--- src/common/core_pkg.sv ---
package core_pkg;

    localparam int XLEN = 64;

    typedef logic [XLEN-1:0] xlen_t;
    typedef logic [63:0]     addr_t;
    typedef logic [31:0]     inst_t;
    typedef logic [4:0]      reg_idx_t;

    // major opcodes of the integer ALU groups
    localparam logic [6:0] OP_REG = 7'b0110011;
    localparam logic [6:0] OP_IMM = 7'b0010011;

    typedef enum logic [3:0] {
        ALU_ADD, ALU_SUB, ALU_AND, ALU_OR, ALU_XOR,
        ALU_SLL, ALU_SRL, ALU_SRA, ALU_SLT, ALU_SLTU
    } alu_op_e;

    typedef enum logic [3:0] {
        BR_NONE, BR_BEQ, BR_BNE, BR_BLT, BR_BGE,
        BR_BLTU, BR_BGEU, BR_JAL, BR_JALR
    } br_op_e;

    typedef struct packed {
        addr_t pc;
        inst_t inst;
    } fetch_pkt_t;

    typedef struct packed {
        addr_t    pc;
        reg_idx_t rd;
        logic     wen;
        xlen_t    opa;
        xlen_t    opb;
        xlen_t    rs1_val;
        xlen_t    imm;
        alu_op_e  alu_op;
        br_op_e   br_op;
    } dec_pkt_t;

    // also used as the commit record
    typedef struct packed {
        addr_t    pc;
        reg_idx_t rd;
        logic     wen;
        xlen_t    data;
    } wb_pkt_t;

    typedef struct packed {
        logic  taken;
        addr_t target;
    } redirect_t;

endpackage

--- src/ifu/ifu.sv ---
`timescale 1ns/1ps

module ifu #(
    parameter core_pkg::addr_t RST_PC = 64'h0
) (
    input  logic                 clk,
    input  logic                 rst,
    input  logic                 ifu_arready,
    output logic                 ifu_arvalid,
    output core_pkg::addr_t      ifu_araddr,
    input  logic                 ifu_rvalid,
    output logic                 ifu_rready,
    input  core_pkg::xlen_t      ifu_rdata,
    input  core_pkg::redirect_t  redirect,
    output logic                 fetch_valid,
    output core_pkg::fetch_pkt_t fetch_pkt,
    input  logic                 fetch_ready
);
    import core_pkg::*;

    typedef enum logic [1:0] {S_IDLE, S_ADDR, S_DATA} fetch_state_e;

    fetch_state_e state;
    addr_t        pc;
    logic         stale;
    logic         resp_fire;

    assign ifu_arvalid = (state == S_ADDR);
    // response waits until the packet register can take it
    assign ifu_rready  = !fetch_valid || fetch_ready;
    assign resp_fire   = (state == S_DATA) && ifu_rvalid && ifu_rready;

    always_ff @(posedge clk) begin
        if (rst) begin
            state <= S_IDLE;
            pc    <= RST_PC;
            stale <= 1'b0;
        end else begin
            if (redirect.taken) begin
                pc <= redirect.target;
            end
            case (state)
                S_IDLE: begin
                    if (!redirect.taken) begin
                        state <= S_ADDR;
                        pc    <= pc + 64'd4;
                    end
                end
                S_ADDR: begin
                    // address already on the bus, its data is now unwanted
                    if (redirect.taken) begin
                        stale <= 1'b1;
                    end
                    if (ifu_arready) begin
                        state <= S_DATA;
                    end
                end
                S_DATA: begin
                    if (resp_fire) begin
                        state <= S_IDLE;
                        stale <= 1'b0;
                    end else if (redirect.taken) begin
                        stale <= 1'b1;
                    end
                end
                default: state <= S_IDLE;
            endcase
        end
    end

    always_ff @(posedge clk) begin
        if (state == S_IDLE) begin
            ifu_araddr <= pc;
        end
    end

    always_ff @(posedge clk) begin
        if (rst) begin
            fetch_valid <= 1'b0;
        end else if (redirect.taken) begin
            fetch_valid <= 1'b0;
        end else if (resp_fire && !stale) begin
            fetch_valid <= 1'b1;
        end else if (fetch_ready) begin
            fetch_valid <= 1'b0;
        end
    end

    always_ff @(posedge clk) begin
        if (resp_fire) begin
            fetch_pkt.pc   <= ifu_araddr;
            fetch_pkt.inst <= ifu_rdata[31:0];
        end
    end

    a_araddr_stable: assert property (@(posedge clk) disable iff (rst)
        ifu_arvalid && !ifu_arready |=> ifu_arvalid && $stable(ifu_araddr));

endmodule

--- src/idu/idu.sv ---
`timescale 1ns/1ps

module idu (
    input  logic                 clk,
    input  logic                 rst,
    input  logic                 fetch_valid,
    input  core_pkg::fetch_pkt_t fetch_pkt,
    output logic                 fetch_ready,
    output core_pkg::reg_idx_t   rs1,
    output core_pkg::reg_idx_t   rs2,
    input  core_pkg::xlen_t      rs1_val,
    input  core_pkg::xlen_t      rs2_val,
    input  logic                 ex_valid,
    input  core_pkg::wb_pkt_t    ex_pkt,
    input  core_pkg::redirect_t  redirect,
    output logic                 dec_valid,
    output core_pkg::dec_pkt_t   dec_pkt
);
    import core_pkg::*;

    localparam logic [6:0] OP_LUI    = 7'b0110111;
    localparam logic [6:0] OP_AUIPC  = 7'b0010111;
    localparam logic [6:0] OP_JAL    = 7'b1101111;
    localparam logic [6:0] OP_JALR   = 7'b1100111;
    localparam logic [6:0] OP_BRANCH = 7'b1100011;

    inst_t       inst;
    logic [6:0]  opcode;
    logic [2:0]  funct3;
    logic [6:0]  funct7;
    reg_idx_t    rd;
    xlen_t       imm_i;
    xlen_t       imm_u;
    xlen_t       imm_b;
    xlen_t       imm_j;
    dec_pkt_t    d;
    logic        writes;
    logic        use_rs1;
    logic        use_rs2;
    logic        stall;

    function automatic alu_op_e alu_dec(input logic [2:0] f3, input logic alt);
        alu_op_e op;
        case (f3)
            3'b000:  op = alt ? ALU_SUB : ALU_ADD;
            3'b001:  op = ALU_SLL;
            3'b010:  op = ALU_SLT;
            3'b011:  op = ALU_SLTU;
            3'b100:  op = ALU_XOR;
            3'b101:  op = alt ? ALU_SRA : ALU_SRL;
            3'b110:  op = ALU_OR;
            default: op = ALU_AND;
        endcase
        return op;
    endfunction

    // pending write to r by a valid stage packet
    function automatic logic raw(input reg_idx_t r, input logic v, input logic wen,
                                 input reg_idx_t dst);
        return v && wen && (dst == r);
    endfunction

    assign inst   = fetch_pkt.inst;
    assign opcode = inst[6:0];
    assign rd     = inst[11:7];
    assign funct3 = inst[14:12];
    assign rs1    = inst[19:15];
    assign rs2    = inst[24:20];
    assign funct7 = inst[31:25];

    assign imm_i = {{(XLEN-12){inst[31]}}, inst[31:20]};
    assign imm_u = {{(XLEN-32){inst[31]}}, inst[31:12], 12'b0};
    assign imm_b = {{(XLEN-13){inst[31]}}, inst[31], inst[7], inst[30:25], inst[11:8], 1'b0};
    assign imm_j = {{(XLEN-21){inst[31]}}, inst[31], inst[19:12], inst[20], inst[30:21], 1'b0};

    always_comb begin
        d         = '0;
        d.pc      = fetch_pkt.pc;
        d.rd      = rd;
        d.rs1_val = rs1_val;
        d.alu_op  = ALU_ADD;
        d.br_op   = BR_NONE;
        writes    = 1'b0;
        use_rs1   = 1'b0;
        use_rs2   = 1'b0;
        case (opcode)
            OP_LUI: begin
                writes = 1'b1;
                d.opb  = imm_u;
            end
            OP_AUIPC: begin
                writes = 1'b1;
                d.opa  = fetch_pkt.pc;
                d.opb  = imm_u;
            end
            OP_JAL, OP_JALR: begin
                // link value pc+4 goes through the adder
                writes  = 1'b1;
                use_rs1 = (opcode == OP_JALR);
                d.opa   = fetch_pkt.pc;
                d.opb   = 64'd4;
                d.imm   = (opcode == OP_JALR) ? imm_i : imm_j;
                d.br_op = (opcode == OP_JALR) ? BR_JALR : BR_JAL;
            end
            OP_BRANCH: begin
                use_rs1 = 1'b1;
                use_rs2 = 1'b1;
                d.opa   = rs1_val;
                d.opb   = rs2_val;
                d.imm   = imm_b;
                case (funct3)
                    3'b000:  d.br_op = BR_BEQ;
                    3'b001:  d.br_op = BR_BNE;
                    3'b100:  d.br_op = BR_BLT;
                    3'b101:  d.br_op = BR_BGE;
                    3'b110:  d.br_op = BR_BLTU;
                    3'b111:  d.br_op = BR_BGEU;
                    default: d.br_op = BR_NONE;
                endcase
            end
            OP_IMM: begin
                writes   = 1'b1;
                use_rs1  = 1'b1;
                d.opa    = rs1_val;
                d.opb    = imm_i;
                d.alu_op = alu_dec(funct3, funct7[5] && (funct3 == 3'b101));
            end
            OP_REG: begin
                writes   = 1'b1;
                use_rs1  = 1'b1;
                use_rs2  = 1'b1;
                d.opa    = rs1_val;
                d.opb    = rs2_val;
                d.alu_op = alu_dec(funct3, funct7[5]);
            end
            default: ;
        endcase
        d.wen = writes && (rd != '0);
    end

    assign stall = (use_rs1 && (rs1 != '0) &&
                    (raw(rs1, dec_valid, dec_pkt.wen, dec_pkt.rd) ||
                     raw(rs1, ex_valid, ex_pkt.wen, ex_pkt.rd))) ||
                   (use_rs2 && (rs2 != '0) &&
                    (raw(rs2, dec_valid, dec_pkt.wen, dec_pkt.rd) ||
                     raw(rs2, ex_valid, ex_pkt.wen, ex_pkt.rd)));

    assign fetch_ready = !stall;

    always_ff @(posedge clk) begin
        if (rst) begin
            dec_valid <= 1'b0;
        end else if (redirect.taken) begin
            dec_valid <= 1'b0;
        end else begin
            dec_valid <= fetch_valid && !stall;
        end
    end

    always_ff @(posedge clk) begin
        if (fetch_valid && fetch_ready) begin
            dec_pkt <= d;
        end
    end

endmodule

--- src/exu/exu.sv ---
`timescale 1ns/1ps

module exu (
    input  logic                clk,
    input  logic                rst,
    input  logic                dec_valid,
    input  core_pkg::dec_pkt_t  dec_pkt,
    output core_pkg::redirect_t redirect,
    output logic                ex_valid,
    output core_pkg::wb_pkt_t   ex_pkt
);
    import core_pkg::*;

    xlen_t      a;
    xlen_t      b;
    logic [5:0] shamt;
    xlen_t      alu_res;
    xlen_t      jalr_sum;
    logic       cond;

    assign a     = dec_pkt.opa;
    assign b     = dec_pkt.opb;
    assign shamt = b[5:0];

    always_comb begin
        case (dec_pkt.alu_op)
            ALU_SUB:  alu_res = a - b;
            ALU_AND:  alu_res = a & b;
            ALU_OR:   alu_res = a | b;
            ALU_XOR:  alu_res = a ^ b;
            ALU_SLL:  alu_res = a << shamt;
            ALU_SRL:  alu_res = a >> shamt;
            ALU_SRA:  alu_res = $signed(a) >>> shamt;
            ALU_SLT:  alu_res = {{(XLEN-1){1'b0}}, $signed(a) < $signed(b)};
            ALU_SLTU: alu_res = {{(XLEN-1){1'b0}}, a < b};
            default:  alu_res = a + b;
        endcase
    end

    // branches compare rs1/rs2 held in the operands
    always_comb begin
        case (dec_pkt.br_op)
            BR_BEQ:          cond = (a == b);
            BR_BNE:          cond = (a != b);
            BR_BLT:          cond = $signed(a) < $signed(b);
            BR_BGE:          cond = $signed(a) >= $signed(b);
            BR_BLTU:         cond = a < b;
            BR_BGEU:         cond = a >= b;
            BR_JAL, BR_JALR: cond = 1'b1;
            default:         cond = 1'b0;
        endcase
    end

    assign jalr_sum = dec_pkt.rs1_val + dec_pkt.imm;

    assign redirect.taken  = dec_valid && cond;
    assign redirect.target = (dec_pkt.br_op == BR_JALR) ? {jalr_sum[XLEN-1:1], 1'b0}
                                                         : dec_pkt.pc + dec_pkt.imm;

    always_ff @(posedge clk) begin
        if (rst) begin
            ex_valid <= 1'b0;
        end else begin
            ex_valid <= dec_valid;
        end
    end

    always_ff @(posedge clk) begin
        if (dec_valid) begin
            ex_pkt.pc   <= dec_pkt.pc;
            ex_pkt.rd   <= dec_pkt.rd;
            ex_pkt.wen  <= dec_pkt.wen;
            ex_pkt.data <= alu_res;
        end
    end

    a_target_aligned: assert property (@(posedge clk) disable iff (rst)
        redirect.taken |-> redirect.target[1:0] == 2'b00);

endmodule

--- src/wbu/wbu.sv ---
`timescale 1ns/1ps

module wbu (
    input  logic               clk,
    input  logic               rst,
    input  core_pkg::reg_idx_t rs1,
    input  core_pkg::reg_idx_t rs2,
    output core_pkg::xlen_t    rs1_val,
    output core_pkg::xlen_t    rs2_val,
    input  logic               ex_valid,
    input  core_pkg::wb_pkt_t  ex_pkt,
    output logic               commit_valid,
    output core_pkg::wb_pkt_t  commit
);
    import core_pkg::*;

    // x0 has no storage
    xlen_t regs [1:31];

    assign rs1_val = (rs1 == '0) ? '0 : regs[rs1];
    assign rs2_val = (rs2 == '0) ? '0 : regs[rs2];

    always_ff @(posedge clk) begin
        if (ex_valid && ex_pkt.wen && (ex_pkt.rd != '0)) begin
            regs[ex_pkt.rd] <= ex_pkt.data;
        end
    end

    // retire record leaves the core in program order
    assign commit_valid = ex_valid;
    assign commit       = ex_pkt;

    a_no_x0_write: assert property (@(posedge clk) disable iff (rst)
        commit_valid && commit.wen |-> commit.rd != '0);

endmodule

--- src/hdl/core_top.sv ---
`timescale 1ns/1ps

module core_top #(
    parameter core_pkg::addr_t RST_PC = 64'h0
) (
    input  logic              clk,
    input  logic              rst,
    input  logic              ifu_arready,
    output logic              ifu_arvalid,
    output core_pkg::addr_t   ifu_araddr,
    input  logic              ifu_rvalid,
    output logic              ifu_rready,
    input  core_pkg::xlen_t   ifu_rdata,
    output logic              commit_valid,
    output core_pkg::wb_pkt_t commit
);
    import core_pkg::*;

    redirect_t  redirect;
    logic       fetch_valid;
    logic       fetch_ready;
    fetch_pkt_t fetch_pkt;
    reg_idx_t   rs1;
    reg_idx_t   rs2;
    xlen_t      rs1_val;
    xlen_t      rs2_val;
    logic       dec_valid;
    dec_pkt_t   dec_pkt;
    logic       ex_valid;
    wb_pkt_t    ex_pkt;

    ifu #(.RST_PC(RST_PC)) u_ifu (
        .clk         (clk),
        .rst         (rst),
        .ifu_arready (ifu_arready),
        .ifu_arvalid (ifu_arvalid),
        .ifu_araddr  (ifu_araddr),
        .ifu_rvalid  (ifu_rvalid),
        .ifu_rready  (ifu_rready),
        .ifu_rdata   (ifu_rdata),
        .redirect    (redirect),
        .fetch_valid (fetch_valid),
        .fetch_pkt   (fetch_pkt),
        .fetch_ready (fetch_ready)
    );

    idu u_idu (
        .clk         (clk),
        .rst         (rst),
        .fetch_valid (fetch_valid),
        .fetch_pkt   (fetch_pkt),
        .fetch_ready (fetch_ready),
        .rs1         (rs1),
        .rs2         (rs2),
        .rs1_val     (rs1_val),
        .rs2_val     (rs2_val),
        .ex_valid    (ex_valid),
        .ex_pkt      (ex_pkt),
        .redirect    (redirect),
        .dec_valid   (dec_valid),
        .dec_pkt     (dec_pkt)
    );

    exu u_exu (
        .clk       (clk),
        .rst       (rst),
        .dec_valid (dec_valid),
        .dec_pkt   (dec_pkt),
        .redirect  (redirect),
        .ex_valid  (ex_valid),
        .ex_pkt    (ex_pkt)
    );

    wbu u_wbu (
        .clk          (clk),
        .rst          (rst),
        .rs1          (rs1),
        .rs2          (rs2),
        .rs1_val      (rs1_val),
        .rs2_val      (rs2_val),
        .ex_valid     (ex_valid),
        .ex_pkt       (ex_pkt),
        .commit_valid (commit_valid),
        .commit       (commit)
    );

endmodule

--- config.mk ---
export PLATFORM = sky130hd
export DESIGN_NAME = core_top
export DESIGN_NICKNAME = d
export VERILOG_FILES = /design/src/common/core_pkg.sv /design/src/ifu/ifu.sv /design/src/idu/idu.sv /design/src/exu/exu.sv /design/src/wbu/wbu.sv /design/src/hdl/core_top.sv
export SDC_FILE = /design/constraint.sdc
export NUM_CORES = 2
export LEC_CHECK = 0
export BUFFER_PORTS_ARGS = -buffer_cell sky130_fd_sc_hd__buf_2
export CAP_MARGIN = 20
export CORE_MARGIN = 1.5
export CORE_UTILIZATION = 56
export DETAILED_ROUTE_END_ITERATION = 6
export PLACE_DENSITY = 0.71
export REMOVE_ABC_BUFFERS = 1
export SETUP_SLACK_MARGIN = 0.15
export SYNTH_ARGS = -nofsm -noshare
export SYNTH_HDL_FRONTEND = slang
export SYNTH_SLANG_ARGS = --single-unit
--- constraint.sdc ---
create_clock -name clk -period 12.6 [get_ports clk]
set_input_delay 0 -clock clk [delete_from_list [all_inputs] [get_ports clk]]
set_output_delay 0 -clock clk [all_outputs]
set_load 0.05 [all_outputs]
Yosys cells after proc, flatten, opt, wreduce, memory -nomap -nowiden. Memories as Yosys holds them, arrays and structs flattened. A register that Yosys moved wholly into a read port is not among the register bits. Index checks and enable logic that the tools add are counted.

Register bits: 698. RAM bits: 1984. Input bits: 68. Memories kept: 1.

Memory list: u_wbu.regs (words 31, width 64, read ports 2, clocked after memory_dff 2, wr ports 1, RTL line wbu.sv:18) `xlen_t regs [1:31];`.

Add/sub/neg operators: 5. Magnitude comparators: 4. Equality and inequality tests: 43. Shifts and indexed selects: 3. Mux-type cells: 38. Bitwise logic cells: 3. Reduce and logical (&&, ||, !) cells: 43.

Operators by type and width (number): 64-bit one-hot mux with 9 select lines (1); 64-bit 2-to-1 mux (6); 64-bit one-hot mux with 2 select lines (2); 64-bit one-hot mux with 4 select lines (1); 64-bit adder (3); 64-bit greater-or-equal comparator (2); 64-bit < comparator (2); 64-bit by 3-bit adder with 64-bit output (second input constant) (1); 64-bit AND (1); 64-bit equality test (1); 64-bit inequality test (1); 64-bit OR (1); 64-bit by 6-bit << shifter with 64-bit output (1); 64-bit by 6-bit right shift with 64-bit output (1); 64-bit by 6-bit >>> shifter with 64-bit output (1); 64-bit subtractor (1); 64-bit XOR (1); 4-bit one-hot mux with 7 select lines (2); 4-bit by 3-bit equality test with 1-bit output (second input constant) (8); 7-bit equality test (second input constant) (3); 5-bit equality test (4); 20-bit 2-to-1 mux (1); 5-bit nonzero test (4); 1-bit logical AND (18); 31 further kinds (72).

Longest topological paths before layout.
Depth in word-level cells: 11. Gate-level depth with buffers: 24.

Cells and area by module. From an unflattened synthesis, not the netlist that was laid out.

Cell total of the unflattened synthesis: 10988. Area total of the unflattened synthesis: 144347.2 sq um.

Modules (own cells, without submodules): wbu (times used 1, cells an instance 5664, area each 93818.7 sq um, sequential area each 59577.1 sq um); exu (times used 1, cells an instance 4086, area each 30478.0 sq um, sequential area each 4043.9 sq um); idu (times used 1, cells an instance 624, area each 11230.8 sq um, sequential area each 8758.4 sq um); ifu (times used 1, cells an instance 614, area each 8819.7 sq um, sequential area each 6165.9 sq um).

Worst setup path before layout. OpenSTA, ideal clock, no wires.

Path kind: register to register. Start: reg u_idu.dec_valid. End: reg u_idu.dec_pkt[0] (netlist name). Library setup time: 0.690 ns. Arrival: 9.127 ns. Required time: 11.910 ns. Setup slack: 2.782 ns. Stages on the path, launching flop included: 4. Buffers on the path: 0. Path through: dfxtp_1 > a41oi_1 > o32a_1 > and2_1.

Longest elaborated chain between the ends: 7. Elaborated cells on any way between the ends: 10.

Ends and longest elaborated chain: start: declaration (RTL line idu.sv:16) `output logic dec_valid,`; start signal: assignment (RTL line idu.sv:156) `dec_valid <= fetch_valid && !stall;`; 1-bit logical AND (*) (RTL line idu.sv:60) `return v && wen && (dst == r);`; 1-bit logical AND (RTL line idu.sv:60); 1-bit logical OR, on equally long branches (RTL line idu.sv:142, idu.sv:145); 1-bit logical AND, on equally long branches (RTL line idu.sv:141, idu.sv:144); 1-bit logical OR (*) (RTL line idu.sv:143) `raw(rs1, ex_valid, ex_pkt.wen, ex_pkt.rd))) ||`; 1-bit logical NOT (*) (RTL line idu.sv:148) `assign fetch_ready = !stall;`; 1-bit logical AND (*) (RTL line idu.sv:161) `if (fetch_valid && fetch_ready) begin`.

Every way passes the cells marked *; elsewhere a longest branch is shown, timed or not. A chain may end at the register's enable or synchronous reset.

Final worst setup path.
Start: reg u_idu.dec_pkt[139] (netlist name). End: reg u_ifu.pc[60].

Longest elaborated chain between the ends: 6. Elaborated cells on any way between the ends: 11.

Ends and longest elaborated chain: 64-bit greater-or-equal comparator, or another cell as far along (RTL line exu.sv:48) `BR_BGEU: cond = a >= b;`; 1-bit one-hot mux with 7 select lines (*) (RTL line exu.sv:42) `case (dec_pkt.br_op)`; 1-bit logical AND (*) (RTL line exu.sv:56) `assign redirect.taken = dec_valid && cond;`; 64-bit 2-to-1 mux (RTL line ifu.sv:39) `if (redirect.taken) begin`; 64-bit 2-to-1 mux (RTL line ifu.sv:44) `if (!redirect.taken) begin`; 64-bit 2-to-1 mux (*) (RTL line ifu.sv:42) `case (state)`; end signal: assignment (RTL line ifu.sv:40) `pc <= redirect.target;`; end signal: assignment (RTL line ifu.sv:46) `pc <= pc + 64'd4;`; end: declaration (RTL line ifu.sv:24) `addr_t pc;`.

Marked as above.

==> flow_summary.yaml <==
status:
  outcome: "finished, violations left"
  violations: "design-rule violations"
timing:
  drv_slew: 0
  period_minus_slack_ps: 6440
  rsz0062_at_grt: "false"
  relSlewSlack: 0.129
  fmax_mhz: 155
  setup_viol: 0
  clock_skew_ps: 106
  min_period_over_period: 0.511
  setup_ws_ps: 6160
  finalHoldViolCount: 0
  worstMarginPinSlew_ps: 1300
power_and_ir_drop:
  leakage_nw: 52.6
  pwr-share-seq: 0.440
  clkPwrFrac: 0.356
  combPwrFrac: 0.203
  peakVddDrop_mv: 0.182
  power_switching_w: 0.00686
  p_sw_frac: 0.293
  p_per_area_mw_per_mm2: 150
  p_int_w: 0.0166
logic_synthesis:
  synth-main-ff-cell: "edfxtp_1"
  synthCells: 9440
  syn_area_mm2: 0.141
  synth_seq_area_share: 0.557
  synth_warnings: 0
  synth_edf_count: 2569
  synth_top_area_frac: 0.545
  yosysMostFrequentCell: "edfxtp_1"
  synth.distinct_cells: 96
  ys_ff_latch: 2649
  synthTopCellsByCount: "edfxtp_1, mux4_2, nor2_1, a21oi_1, clkbuf_1"
  synth_area_leaders: "edfxtp_1, mux4_2, ha_1"
  syn_avg_cell_area_um2: 15.0
  synth_top_area_cell: "edfxtp_1"
  synthArstFlopShare: 0
worst_setup_path:
  worstPathArrival_ps: 7250
  cpMaxStageDelayCell: "buf_4"
  cp-start-kind: "flip-flop"
  cpPeakStageDelay_ps: 680
  crit_chain: "buf_4 -> clkinv_2 -> buf_4 -> ha_1 -> nand2b_1 -> a21oi_1 -> or4b_1 -> a311oi_1 -> nor2_1 -> buf_4 -> a211o_1 -> o211a_1 -> o2111ai_1 -> and3_4 -> buf_4 -> buf_4 -> a2111oi_0 -> or3_1"
  critPathMaxFanout: 61
  crit_top_cell: "buf_4"
  worstSetupPathType: "reg2reg"
  worstPathRequired_ps: 13410
  endpoint_kind: "flip-flop"
clocking:
  cts_root_buf: "clkbuf_16"
  cts_tree: "done"
  insertion_delay_ps: 1000
  clkTransAtPathRegs_ps: 60
  cts_setup_buffers: 0
  cts_num_sinks: 2649
  cts_buffer_depth: 4
  cts_resized: 0
  htree_levels: 5
  numCtsBuffers: 293
global_routing:
  grt_pass1_vias: 94759
  grt_max_degree: 151
  met2_usage: 0.611
  grtUsageMet1: 0.517
  gr-total-overflow: 0
  grt_pass1_wl_um: 703000
  busiest_layer: "met2"
  grtUsageMet3: 0.0923
  grt.total_usage: 0.389
  antenna_found_initial: 27
final_layout:
  fin_util: 0.623
  synthToLayoutAreaGrowth_pct: 10.5
  drive_gt1_frac: 0.238
  nets: 9972
detailed_routing:
  route.detailed.drc: 3
  drt-wirelength-per-cell_um: 38.1
  postRouteAntennaNets: 0
  avgViaCountPerCell: 7.31
  wirelength_um: 501000
  vias: 96177
  dr.pass1.iters: 7
  first_iter_violations: 14116
placed_design:
  detailed_place_hpwl_um: 333000
  place_congestion: 1.04
  place_ws_ps: 6300
  portBuffers: 236
floorplan:
  core_area_mm2: 0.251
  io_pins: 269
  dieWidth_um: 506
  initial_core_util: 0.563
  die_h_um: 506
  dieArea_mm2: 0.256
  rows: 184
hold_path:
  min_path_type: "in2reg"
run:
  drv_cap: 0
==> power by group through the flow <==
stage / clock [W] / sequential (W) / combinational (W)
final: 0.00835 / 0.0103 / 0.00477
after global routing: 0.00874 / 0.0103 / 0.00497
after CTS: 0.00842 / 0.0103 / 0.00468
after detailed placement: 0 / 0.0105 / 0.00464
after global placement: 0 / 0.0105 / 0.00462
after floorplan: 0 / 0.0111 / 0.00419
==> final timing paths <==
kind	start	endpoint	slack, ps	cells after the start
setup reg to reg	u_idu.dec_pkt[139]	u_ifu.pc[60]	6160	18
hold / removal	rst	u_ifu.pc[44]	110	3
setup / recovery	u_idu.dec_pkt[139]	u_ifu.pc[60]	6160	18
hold reg to reg	u_ifu.pc[1]	u_ifu.ifu_araddr[1]	410	0
==> registers in the layout, indices dropped and copies added (netlist names), named ones only <==
| name | cells |
|---|---|
| u_exu.ex_pkt | 134 |
| u_exu.ex_valid | 1 |
| u_ifu.fetch_valid | 1 |
| u_idu.dec_pkt | 291 |
| u_ifu.pc | 63 |
| u_ifu.ifu_araddr | 64 |
| u_ifu.fetch_pkt | 96 |
| u_ifu.stale | 1 |
| u_wbu.regs | 1984 |
| u_ifu.state | 2 |
| u_idu.dec_valid | 1 |
==> per-layer routing <==
metal / vias up / wire (µm)
met2: 6584 / 235000
met5: - / 119
li1: 38673 / -
met3: 1228 / 56700
met4: 20 / 26200
met1: 49672 / 182000
==> metrics by stage <==
stage          power [W]  setup TNS (ps)  std cells  instance area (µm²)  hold slack, ps
6_report          0.0235               0      13151               156000             106
2_1_floorplan     0.0153        -1848790       8745               139000            64.6
5_1_grt           0.0240               0      13138               156000             119
3_3_place_gp      0.0151               0      12547               146000             178
4_1_cts           0.0234               0      13127               156000            23.7
3_5_place_dp      0.0151               0      12552               146000             178
==> worst max-delay path, delay by kind of cell (launching register included) <==
| family | cells | cell delay [ps] |
|---|---|---|
| AOI/OAI and AO/OA | 6 | 1480 |
| buffers and inverters | 6 | 2410 |
| adders and majority gates | 1 | 360 |
| and+or+nand+nor | 5 | 1600 |
| DFF | 1 | 330 |
==> layout make-up <==
class                           count  area [µm²]
Fill cell                       18076       94800
Antenna cell                       14        35.0
Multi-Input combinational cell   5836       59300
Clock inverter                    152        1430
Sequential cell                  2649       78800
Tap cell                         3348        4190
Timing Repair Buffer              537        3910
Inverter                          260         980
Clock buffer                      355        7710
==> logic make-up after synthesis <==
kind of cell,Yosys count,synth area share
AND/OR/NAND/NOR,1749,0.0557
XOR/XNOR,209,0.0129
buffers and inverters,955,0.0263
AO/OA/AOI/OAI,1889,0.0882
flip-flops,2649,0.557
multiplexers,1662,0.231
adder cells (fa/ha/maj),327,0.0291
==> layout by cell type, fill, tap and decap left out, types with 239 or more instances in the layout <==
| master | count |
|---|---|
| ha_1 | 322 |
| inv_1 | 256 |
| clkbuf_16 | 299 |
| o21ai_0 | 331 |
| a21oi_1 | 614 |
| mux2i_1 | 358 |
| nand2_1 | 370 |
| edfxtp_1 | 2569 |
| nor2_1 | 770 |
| mux4_2 | 1279 |
| buf_2 | 239 |
==> timing repair <==
| action | in CTS | in global routing |
|---|---|---|
| hold endpoints to repair | 126 | 0 |
| hold buffers | 68 | 0 |
| endpoints found under the setup margin | 0 | 0 |
Power figures use the tool's default switching activity.
